## src/source/ntt_pkg.sv

```systemverilog
package ntt_pkg;

    // datapath widths
    // default coefficient width, enough for the Kyber modulus
    localparam int COEF_W = 12;

    // default prime modulus
    localparam int unsigned Q_DEFAULT = 3329;

    // write-back address tag
    localparam int ADDR_W = 8;

    // pipeline latencies in clock cycles
    // product registered, then reduced
    localparam int MUL_LATENCY = 2;

    // input register, multiplier, output register
    localparam int LANE_LATENCY = 1 + MUL_LATENCY + 1;

    // one register for the combined beat
    localparam int MERGE_LATENCY = 1;

endpackage

```

## src/source/mod_mult.sv

```systemverilog
`timescale 1ns/1ns

module mod_mult #(
    parameter int          COEF_W = ntt_pkg::COEF_W,
    parameter int unsigned Q      = ntt_pkg::Q_DEFAULT
) (
    input  logic              clk,
    input  logic [COEF_W-1:0] a_i,
    input  logic [COEF_W-1:0] b_i,
    output logic [COEF_W-1:0] p_o
);

    localparam int PROD_W = 2 * COEF_W;

    // modulus at product width so the remainder stays PROD_W wide
    localparam logic [PROD_W-1:0] Q_PROD = PROD_W'(Q);

    logic [PROD_W-1:0] prod_r;
    logic [COEF_W-1:0] p_r;

    // stage 1: full product, no reduction yet
    always_ff @(posedge clk) begin
        prod_r <= a_i * b_i;
    end

    // stage 2: reduce by constant modulus
    // remainder is below Q, so it fits in COEF_W bits
    always_ff @(posedge clk) begin
        p_r <= COEF_W'(prod_r % Q_PROD);
    end

    assign p_o = p_r;

endmodule

```

## src/source/butterfly_lane.sv

```systemverilog
`timescale 1ns/1ns

module butterfly_lane #(
    parameter int          COEF_W = ntt_pkg::COEF_W,
    parameter int unsigned Q      = ntt_pkg::Q_DEFAULT
) (
    input  logic              clk,
    input  logic              reset,
    input  logic              valid_i,
    input  logic              is_intt_i,
    input  logic [COEF_W-1:0] a_i,
    input  logic [COEF_W-1:0] b_i,
    input  logic [COEF_W-1:0] w_i,
    output logic              valid_o,
    output logic [COEF_W-1:0] x_o,
    output logic [COEF_W-1:0] y_o
);

    localparam int DLY = ntt_pkg::MUL_LATENCY;
    localparam logic [COEF_W:0] Q_EXT = (COEF_W + 1)'(Q);

    // operands are below Q, so one conditional subtract is enough
    function automatic logic [COEF_W-1:0] add_mod(input logic [COEF_W-1:0] a,
                                                  input logic [COEF_W-1:0] b);
        logic [COEF_W:0] s;
        s = {1'b0, a} + {1'b0, b};
        if (s >= Q_EXT) s = s - Q_EXT;
        return s[COEF_W-1:0];
    endfunction

    function automatic logic [COEF_W-1:0] sub_mod(input logic [COEF_W-1:0] a,
                                                  input logic [COEF_W-1:0] b);
        logic [COEF_W:0] d;
        d = {1'b0, a} - {1'b0, b};
        // borrow wraps the extra bit, adding Q brings it back in range
        if (a < b) d = d + Q_EXT;
        return d[COEF_W-1:0];
    endfunction

    logic              valid_r, intt_r;
    logic [COEF_W-1:0] a_r, b_r, w_r;
    logic [COEF_W-1:0] mul_op, bypass, prod;
    logic [COEF_W-1:0] byp_q [DLY];
    logic [DLY-1:0]    vld_q, intt_q;
    logic              valid_out_r;
    logic [COEF_W-1:0] x_r, y_r;

    // stage 1: input register
    always_ff @(posedge clk) begin
        a_r    <= a_i;
        b_r    <= b_i;
        w_r    <= w_i;
        intt_r <= is_intt_i;
        if (reset) valid_r <= 1'b0;
        else       valid_r <= valid_i;
    end

    // forward multiplies b, inverse multiplies a - b
    assign mul_op = intt_r ? sub_mod(a_r, b_r) : b_r;
    assign bypass = intt_r ? add_mod(a_r, b_r) : a_r;

    mod_mult #(
        .COEF_W(COEF_W),
        .Q     (Q)
    ) u_mul (
        .clk(clk),
        .a_i(mul_op),
        .b_i(w_r),
        .p_o(prod)
    );

    // side delay matching the multiplier
    always_ff @(posedge clk) begin
        byp_q[0]  <= bypass;
        intt_q[0] <= intt_r;
        for (int k = 1; k < DLY; k++) begin
            byp_q[k]  <= byp_q[k-1];
            intt_q[k] <= intt_q[k-1];
        end
        if (reset) vld_q <= '0;
        else       vld_q <= {vld_q[DLY-2:0], valid_r};
    end

    // output stage
    always_ff @(posedge clk) begin
        if (intt_q[DLY-1]) begin
            x_r <= byp_q[DLY-1];
            y_r <= prod;
        end else begin
            x_r <= add_mod(byp_q[DLY-1], prod);
            y_r <= sub_mod(byp_q[DLY-1], prod);
        end
        if (reset) valid_out_r <= 1'b0;
        else       valid_out_r <= vld_q[DLY-1];
    end

    assign valid_o = valid_out_r;
    assign x_o     = x_r;
    assign y_o     = y_r;

endmodule

```

## src/source/writeback_merge.sv

```systemverilog
`timescale 1ns/1ns

module writeback_merge #(
    parameter int COEF_W = ntt_pkg::COEF_W,
    parameter int ADDR_W = ntt_pkg::ADDR_W
) (
    input  logic              clk,
    input  logic              reset,
    input  logic              valid_i,
    input  logic [ADDR_W-1:0] tag_i,
    input  logic              lane0_valid_i,
    input  logic [COEF_W-1:0] lane0_x_i,
    input  logic [COEF_W-1:0] lane0_y_i,
    input  logic [COEF_W-1:0] lane1_x_i,
    input  logic [COEF_W-1:0] lane1_y_i,
    output logic              valid_o,
    output logic [ADDR_W-1:0] tag_o,
    output logic [COEF_W-1:0] y0_o,
    output logic [COEF_W-1:0] y1_o,
    output logic [COEF_W-1:0] y2_o,
    output logic [COEF_W-1:0] y3_o
);

    localparam int DEPTH = ntt_pkg::LANE_LATENCY;

    logic [ADDR_W-1:0] tag_q [DEPTH];
    logic              valid_r;
    logic [ADDR_W-1:0] tag_r;
    logic [COEF_W-1:0] y0_r, y1_r, y2_r, y3_r;

    // tag delay line, same depth as a lane
    // idle slots carry a zero tag
    always_ff @(posedge clk) begin
        tag_q[0] <= valid_i ? tag_i : '0;
        for (int k = 1; k < DEPTH; k++) begin
            tag_q[k] <= tag_q[k-1];
        end
    end

    // lanes run in lockstep, lane 0 strobe stands for both
    always_ff @(posedge clk) begin
        if (lane0_valid_i) begin
            tag_r <= tag_q[DEPTH-1];
            y0_r  <= lane0_x_i;
            y1_r  <= lane0_y_i;
            y2_r  <= lane1_x_i;
            y3_r  <= lane1_y_i;
        end
        if (reset) valid_r <= 1'b0;
        else       valid_r <= lane0_valid_i;
    end

    assign valid_o = valid_r;
    assign tag_o   = tag_r;
    assign y0_o    = y0_r;
    assign y1_o    = y1_r;
    assign y2_o    = y2_r;
    assign y3_o    = y3_r;

endmodule

```

## src/source/ntt_butterfly_top.sv

```systemverilog
`timescale 1ns/1ns

module ntt_butterfly_top #(
    parameter int          COEF_W = ntt_pkg::COEF_W,
    parameter int unsigned Q      = ntt_pkg::Q_DEFAULT,
    parameter int          ADDR_W = ntt_pkg::ADDR_W
) (
    input  logic              clk,
    input  logic              reset,
    input  logic              valid_i,
    input  logic              is_intt_i,
    input  logic [ADDR_W-1:0] tag_i,
    input  logic [COEF_W-1:0] a0_i,
    input  logic [COEF_W-1:0] b0_i,
    input  logic [COEF_W-1:0] w0_i,
    input  logic [COEF_W-1:0] a1_i,
    input  logic [COEF_W-1:0] b1_i,
    input  logic [COEF_W-1:0] w1_i,
    output logic              valid_o,
    output logic [ADDR_W-1:0] tag_o,
    output logic [COEF_W-1:0] y0_o,
    output logic [COEF_W-1:0] y1_o,
    output logic [COEF_W-1:0] y2_o,
    output logic [COEF_W-1:0] y3_o
);

    logic              lane0_valid;
    logic [COEF_W-1:0] lane0_x, lane0_y;
    logic [COEF_W-1:0] lane1_x, lane1_y;

    // first coefficient pair
    butterfly_lane #(
        .COEF_W(COEF_W),
        .Q     (Q)
    ) lane0 (
        .clk      (clk),
        .reset    (reset),
        .valid_i  (valid_i),
        .is_intt_i(is_intt_i),
        .a_i      (a0_i),
        .b_i      (b0_i),
        .w_i      (w0_i),
        .valid_o  (lane0_valid),
        .x_o      (lane0_x),
        .y_o      (lane0_y)
    );

    // second pair; its strobe matches lane 0 and is not needed
    butterfly_lane #(
        .COEF_W(COEF_W),
        .Q     (Q)
    ) lane1 (
        .clk      (clk),
        .reset    (reset),
        .valid_i  (valid_i),
        .is_intt_i(is_intt_i),
        .a_i      (a1_i),
        .b_i      (b1_i),
        .w_i      (w1_i),
        .valid_o  (),
        .x_o      (lane1_x),
        .y_o      (lane1_y)
    );

    writeback_merge #(
        .COEF_W(COEF_W),
        .ADDR_W(ADDR_W)
    ) merge (
        .clk          (clk),
        .reset        (reset),
        .valid_i      (valid_i),
        .tag_i        (tag_i),
        .lane0_valid_i(lane0_valid),
        .lane0_x_i    (lane0_x),
        .lane0_y_i    (lane0_y),
        .lane1_x_i    (lane1_x),
        .lane1_y_i    (lane1_y),
        .valid_o      (valid_o),
        .tag_o        (tag_o),
        .y0_o         (y0_o),
        .y1_o         (y1_o),
        .y2_o         (y2_o),
        .y3_o         (y3_o)
    );

endmodule

```

## config.mk

```make
export PLATFORM = sky130hd
export DESIGN_NAME = ntt_butterfly_top
export DESIGN_NICKNAME = d
export VERILOG_FILES = /design/src/source/ntt_pkg.sv /design/src/source/mod_mult.sv /design/src/source/butterfly_lane.sv /design/src/source/writeback_merge.sv /design/src/source/ntt_butterfly_top.sv
export SDC_FILE = /design/constraint.sdc
export NUM_CORES = 2
export LEC_CHECK = 0
export ABC_CLOCK_PERIOD_IN_PS = 17500
export BUFFER_PORTS_ARGS = -buffer_cell sky130_fd_sc_hd__buf_2
export CORE_ASPECT_RATIO = 1.4
export CORE_MARGIN = 5
export CORE_UTILIZATION = 35
export CTS_CLUSTER_SIZE = 28
export DETAILED_ROUTE_END_ITERATION = 6
export PLACE_DENSITY = 0.49
export SLEW_MARGIN = 10
export SYNTH_ARGS = -nofsm -noshare
export SYNTH_HDL_FRONTEND = slang
export SYNTH_HIERARCHICAL = 1
export SYNTH_SLANG_ARGS = --single-unit
export TNS_END_PERCENT = 50
```

## constraint.sdc

```tcl
create_clock -name clk -period 17.5 [get_ports clk]
set_input_delay 4.375 -clock clk [delete_from_list [all_inputs] [get_ports clk]]
set_output_delay 4.375 -clock clk [all_outputs]
set_load 0.05 [all_outputs]
```

# [Word level (Yosys, flattened, before mapping)]
# Memory sizes are Yosys's and may differ from the RTL's. A register that Yosys moved wholly into a read port is not among the register bits.
# Cells that the tools add are included.
[op_classes] addsub=16 n_lt_le_gt_ge=8 n_mul=2 muxes=17 div=2
[op_table] cell="2-to-1 mux 12 bit" count=16
[op_table] cell="adder 12 x 12 -> 13 bit" count=4
[op_table] cell=">= comparator 13 x 12 -> 1 bit, second input constant" count=4
[op_table] cell="adder 12 bit, second input constant" count=4
[op_table] cell="< comparator 12 bit" count=4
[op_table] cell="remainder unit 24 x 12 -> 24 bit, second input constant" count=2
[op_table] cell="multiplier 12 x 12 -> 24 bit" count=2
[op_table] cell="subtractor 12 bit" count=4
[op_table] cell="subtractor 12 bit, second input constant" count=4
[op_table] cell="2-to-1 mux 8 bit" count=1
[word_totals] ram_bits=80 n_memories=3 out_inout_bits=57 register_bits=250
[mem_list] memory="merge.tag_q" words=4 width=8 rd=4 rd_clocked_by_memory_dff=1 wr=4 line_no="writeback_merge.sv:26" rtl="logic [ADDR_W-1:0] tag_q [DEPTH];"
[mem_list] memory="lane0.byp_q" words=2 width=12 rd=2 rd_clocked_by_memory_dff=0 wr=2 line_no="butterfly_lane.sv:43" rtl="logic [COEF_W-1:0] byp_q [DLY];"
[mem_list] memory="lane1.byp_q" words=2 width=12 rd=2 rd_clocked_by_memory_dff=0 wr=2 line_no="butterfly_lane.sv:43"

# [Logic depth before layout (Yosys ltp)]
[depth] word_depth=5 ltp_mapped=55 depth_no_buf=45

# [Modules after synthesis]
# The synthesis kept the hierarchy.
[by_module_without_submodules] mod="butterfly_lane" seq_area_each_um2=1821.7 area_per_inst_um2=5938.2 n_inst=2 cells_per_inst=704
[by_module_without_submodules] mod="mod_mult (lane0.u_mul)" seq_area_each_um2=720.7 area_per_inst_um2=11763.8 n_inst=1 cells_per_inst=1528
[by_module_without_submodules] mod="mod_mult (lane1.u_mul)" seq_area_each_um2=720.7 area_per_inst_um2=11531.1 n_inst=1 cells_per_inst=1469
[by_module_without_submodules] mod="writeback_merge" seq_area_each_um2=2342.2 area_per_inst_um2=2398.6 n_inst=1 cells_per_inst=98

# [Worst setup path after synthesis]
# OpenSTA, ideal clock, no wires.
[synth_path] kind="register to register" startpoint="reg lane1.u_mul.prod_r[12]" endpoint="reg lane1.u_mul.p_r[11], in the netlist lane1/u_mul/p_o[11]" synth_period_minus_slack_ns=12.267 required_time_ns=17.386 stages_incl_launch_ff=52 path_slack_ns=5.233 arrival_time_ns=12.153 cell_sequence="dfxtp_1 buf_2 or4_4 buf_6 or3_4 o31ai_4 o21a_4 o21ai_2 or2_1 buf_2 and2_4 a221oi_4 nand3_4 a41oi_2 buf_6 a31oi_1 a2111oi_4 nor3_2 [... 16 more ...] a311oi_4 nor4_1 a311oi_4 o21ai_2 nand2_1 xor2_1 inv_1 ha_1 nor2_1 a41oi_4 nor3_1 xnor2_1 ha_1 nor2b_1 nand4_1 nand3_4 a221o_1 a21o_1"
[synth_between] elab_chain_len=1
[synth_rtl] item="from (decl)" line_no="mod_mult.sv:18" rtl="logic [PROD_W-1:0] prod_r;"
[synth_rtl] item="from (signal assigned)" line_no="mod_mult.sv:23" rtl="prod_r <= a_i * b_i;"
[synth_rtl] item="remainder unit 24 x 12 -> 24 bit" line_no="mod_mult.sv:29" rtl="p_r <= COEF_W'(prod_r % Q_PROD);"
[synth_rtl] item="to (signal assigned)" line_no="mod_mult.sv:29"
[synth_rtl] item="to (decl)" line_no="mod_mult.sv:19" rtl="logic [COEF_W-1:0] p_r;"
# Every way passes these cells.
# A chain may end at the register's enable or synchronous reset.

# [Worst setup path in the final report]
[layout_path] startpoint="reg lane1.u_mul.prod_r[20]" endpoint="reg lane1.u_mul.p_r[11], in the netlist lane1/u_mul/p_o[11]"
# Same word-level chain as after synthesis.

==> metrics.txt <==
Layout Utilization 38.1%; Post-Place Cell Area slightly below 40000 um2; horizontal die dimension ~290 um; DRT antenna net count 0; measured slew at the worst slew-check pin 1150 ps; critical path depth 45; setup repair after global routing missed its margin false; worst reg-to-reg path cell count 45; largest net degree at the start of global routing 58; clock period minus final worst setup slack ~15000 ps; launching point of the worst reg2reg path lane1/u_mul/prod_r[20]$_DFF_P_; kind of end point of the critical path flop; termination of the worst setup path lane1/u_mul/p_o[11]$_DFF_P_; Overflow after GRT 0; row count 142; number of antenna violations at the first check in global routing 1; gate count after technology mapping between 4k and 5k; setup fix buffers added after clock tree synthesis 0; slowest stage cell on the critical path dfxtp_1; io pins ~140; launching instance or port of the critical path lane1/u_mul/prod_r[20]$_DFF_P_; Hold Buf Count CTS 0; number of remaining DRC errors 0; Routed WL per cell approximately 18 um; detailed-routing iteration count for the pre-antenna-repair pass 5; routability congestion estimate 0.866; final HPWL from detailed placement approximately 84000 um; share of final-layout standard cells stronger than drive strength 1 10.5%; Largest stage delay, worst path between 700 and 800 ps; cell type group with the largest total delay on the critical path compound AO/OA/AOI/OAI gates; r2r setup slk 2270 ps; area overhead of the layout relative to synthesis 8.30%; clock transition at the registers of the reported paths 60 ps; Buf+Inv Stages, Crit Path 1; endpoint required time on the critical path 17960 ps; cell area after synthesis 37500 um2; Die Y 397 um; arrival time at the worst endpoint between 15000 and 20000 ps; total clock buffers created by CTS 38; initial standard-cell utilization of the core 35.1%; sort of element at the start of the critical path flop; TritonCTS clock tree built; Finished Cell Area between 40000 and 50000 um2; Clock Skews between 40 and 50 ps; via count of the routed design about 32k; drt first-iter violations roughly 1.8k; terminus of the critical flop-to-flop path lane1/u_mul/p_o[11]$_DFF_P_; clk sinks 339; number of global-route vias before repair ~32k; maximum operating frequency ~0.066 GHz; net count of the mapped netlist between 5k and 6k; setup TNS after final layout 0 ps; class of the most critical hold timing path reg -> reg; maximum buffer depth of the clock tree 3; root cell of the clock tree clkbuf_16; max-capacitance violation count 0; ratio of routed vias to standard cells 5.42; maximum level of the CTS H-tree 2; Final Cycle Share 87.0%; area of the die ~110000 um2; wire length of the first global-routing pass 171000 um; final hold violation count 0; maximum fanout encountered on the critical timing path 19; headroom to the max-slew limit between 20% and 30%; outcome completed; # resized after CTS 0; core outline area around 110000 um2; setup violators final 0; routed wire length between 100000 and 150000 um; mean instance size in the synthesized netlist about 8.3 um2; number of port buffers 140; Nets between 5k and 6k; worst setup path category reg -> reg; total number of yosys warnings 6; clock network latency to the later pin of the worst-skew pair roughly 600 ps; Total GRT Usage 18.0%; number of pins exceeding their max-slew limit in the final report 0
worst min-delay path by stage:
stage | start | end | cells after the start | slack, ps
global placement | lane1/byp_q[0][10]$_DFF_P_ | lane1/byp_q[0][22]$_DFF_P_ | 0 | 310
global route | merge/tag_q[0][6]$_SDFF_PN0_ | merge/tag_q[1][6]$_DFF_P_ | 0 | 330
detailed placement | lane1/byp_q[0][1]$_DFF_P_ | lane1/byp_q[0][13]$_DFF_P_ | 0 | 310
finish | lane1/byp_q[0][10]$_DFF_P_ | lane1/byp_q[0][22]$_DFF_P_ | 0 | 320
CTS | lane1/byp_q[0][10]$_DFF_P_ | lane1/byp_q[0][22]$_DFF_P_ | 0 | 330
floorplan | lane0/byp_q[0][0]$_DFF_P_ | lane0/byp_q[0][12]$_DFF_P_ | 0 | 310
per-stage QoR:
step,setup WS (ps),cells,hold slack (ps)
after floorplan,5230,4495,310
after global placement,2790,5842,311
after detailed placement,2450,5842,312
after CTS,2350,5912,325
after global routing,1000,5912,329
final,2270,5913,324
placed cells by master, fill, tap and decap left out, types with 41 or more instances in the layout:
| master | count |
|---|---|
| xor2_1 | 101 |
| dfxtp_1 | 282 |
| nor4_1 | 43 |
| nor2_1 | 264 |
| nand2b_1 | 47 |
| o21bai_1 | 57 |
| o211ai_1 | 53 |
| mux2i_1 | 41 |
| edfxtp_1 | 56 |
| buf_2 | 140 |
| nand2_1 | 468 |
| fa_1 | 208 |
| a21o_1 | 44 |
| xnor2_1 | 231 |
| ha_1 | 240 |
| o21ai_1 | 44 |
| a211oi_1 | 45 |
| inv_1 | 392 |
| o21ai_0 | 187 |
| and2_1 | 144 |
| nor3_1 | 102 |
| nand3_1 | 109 |
| a21oi_1 | 251 |
| a31oi_1 | 49 |
| nor2b_1 | 56 |
state kept, by name (all words and copies together), names as in the netlist, 24 cells and up:
register and count:
lane0/u_mul/prod_r 24, lane1/byp_q 24, lane1/u_mul/prod_r 24, lane0/byp_q 24, merge/tag_q 32
cell type report:
class | instances | area, um2
Tap cell | 1368 | 1710
Antenna cell | 1 | 2.50
Fill cell | 11100 | 66000
Inverter | 395 | 1480
Clock inverter | 20 | 260
Timing Repair Buffer | 171 | 933
Sequential cell | 339 | 7350
Clock buffer | 50 | 1070
Multi-Input combinational cell | 3569 | 27800
metal layers:
metal  share of wire, %  track usage [%]
met5                  0                0
met2                 51             33.5
met3                3.0             1.63
met4                3.0             5.20
met1                 43             22.0
Power is not shown: default switching activity piles up to over one toggle a cycle in this logic, so the estimate is an artifact.
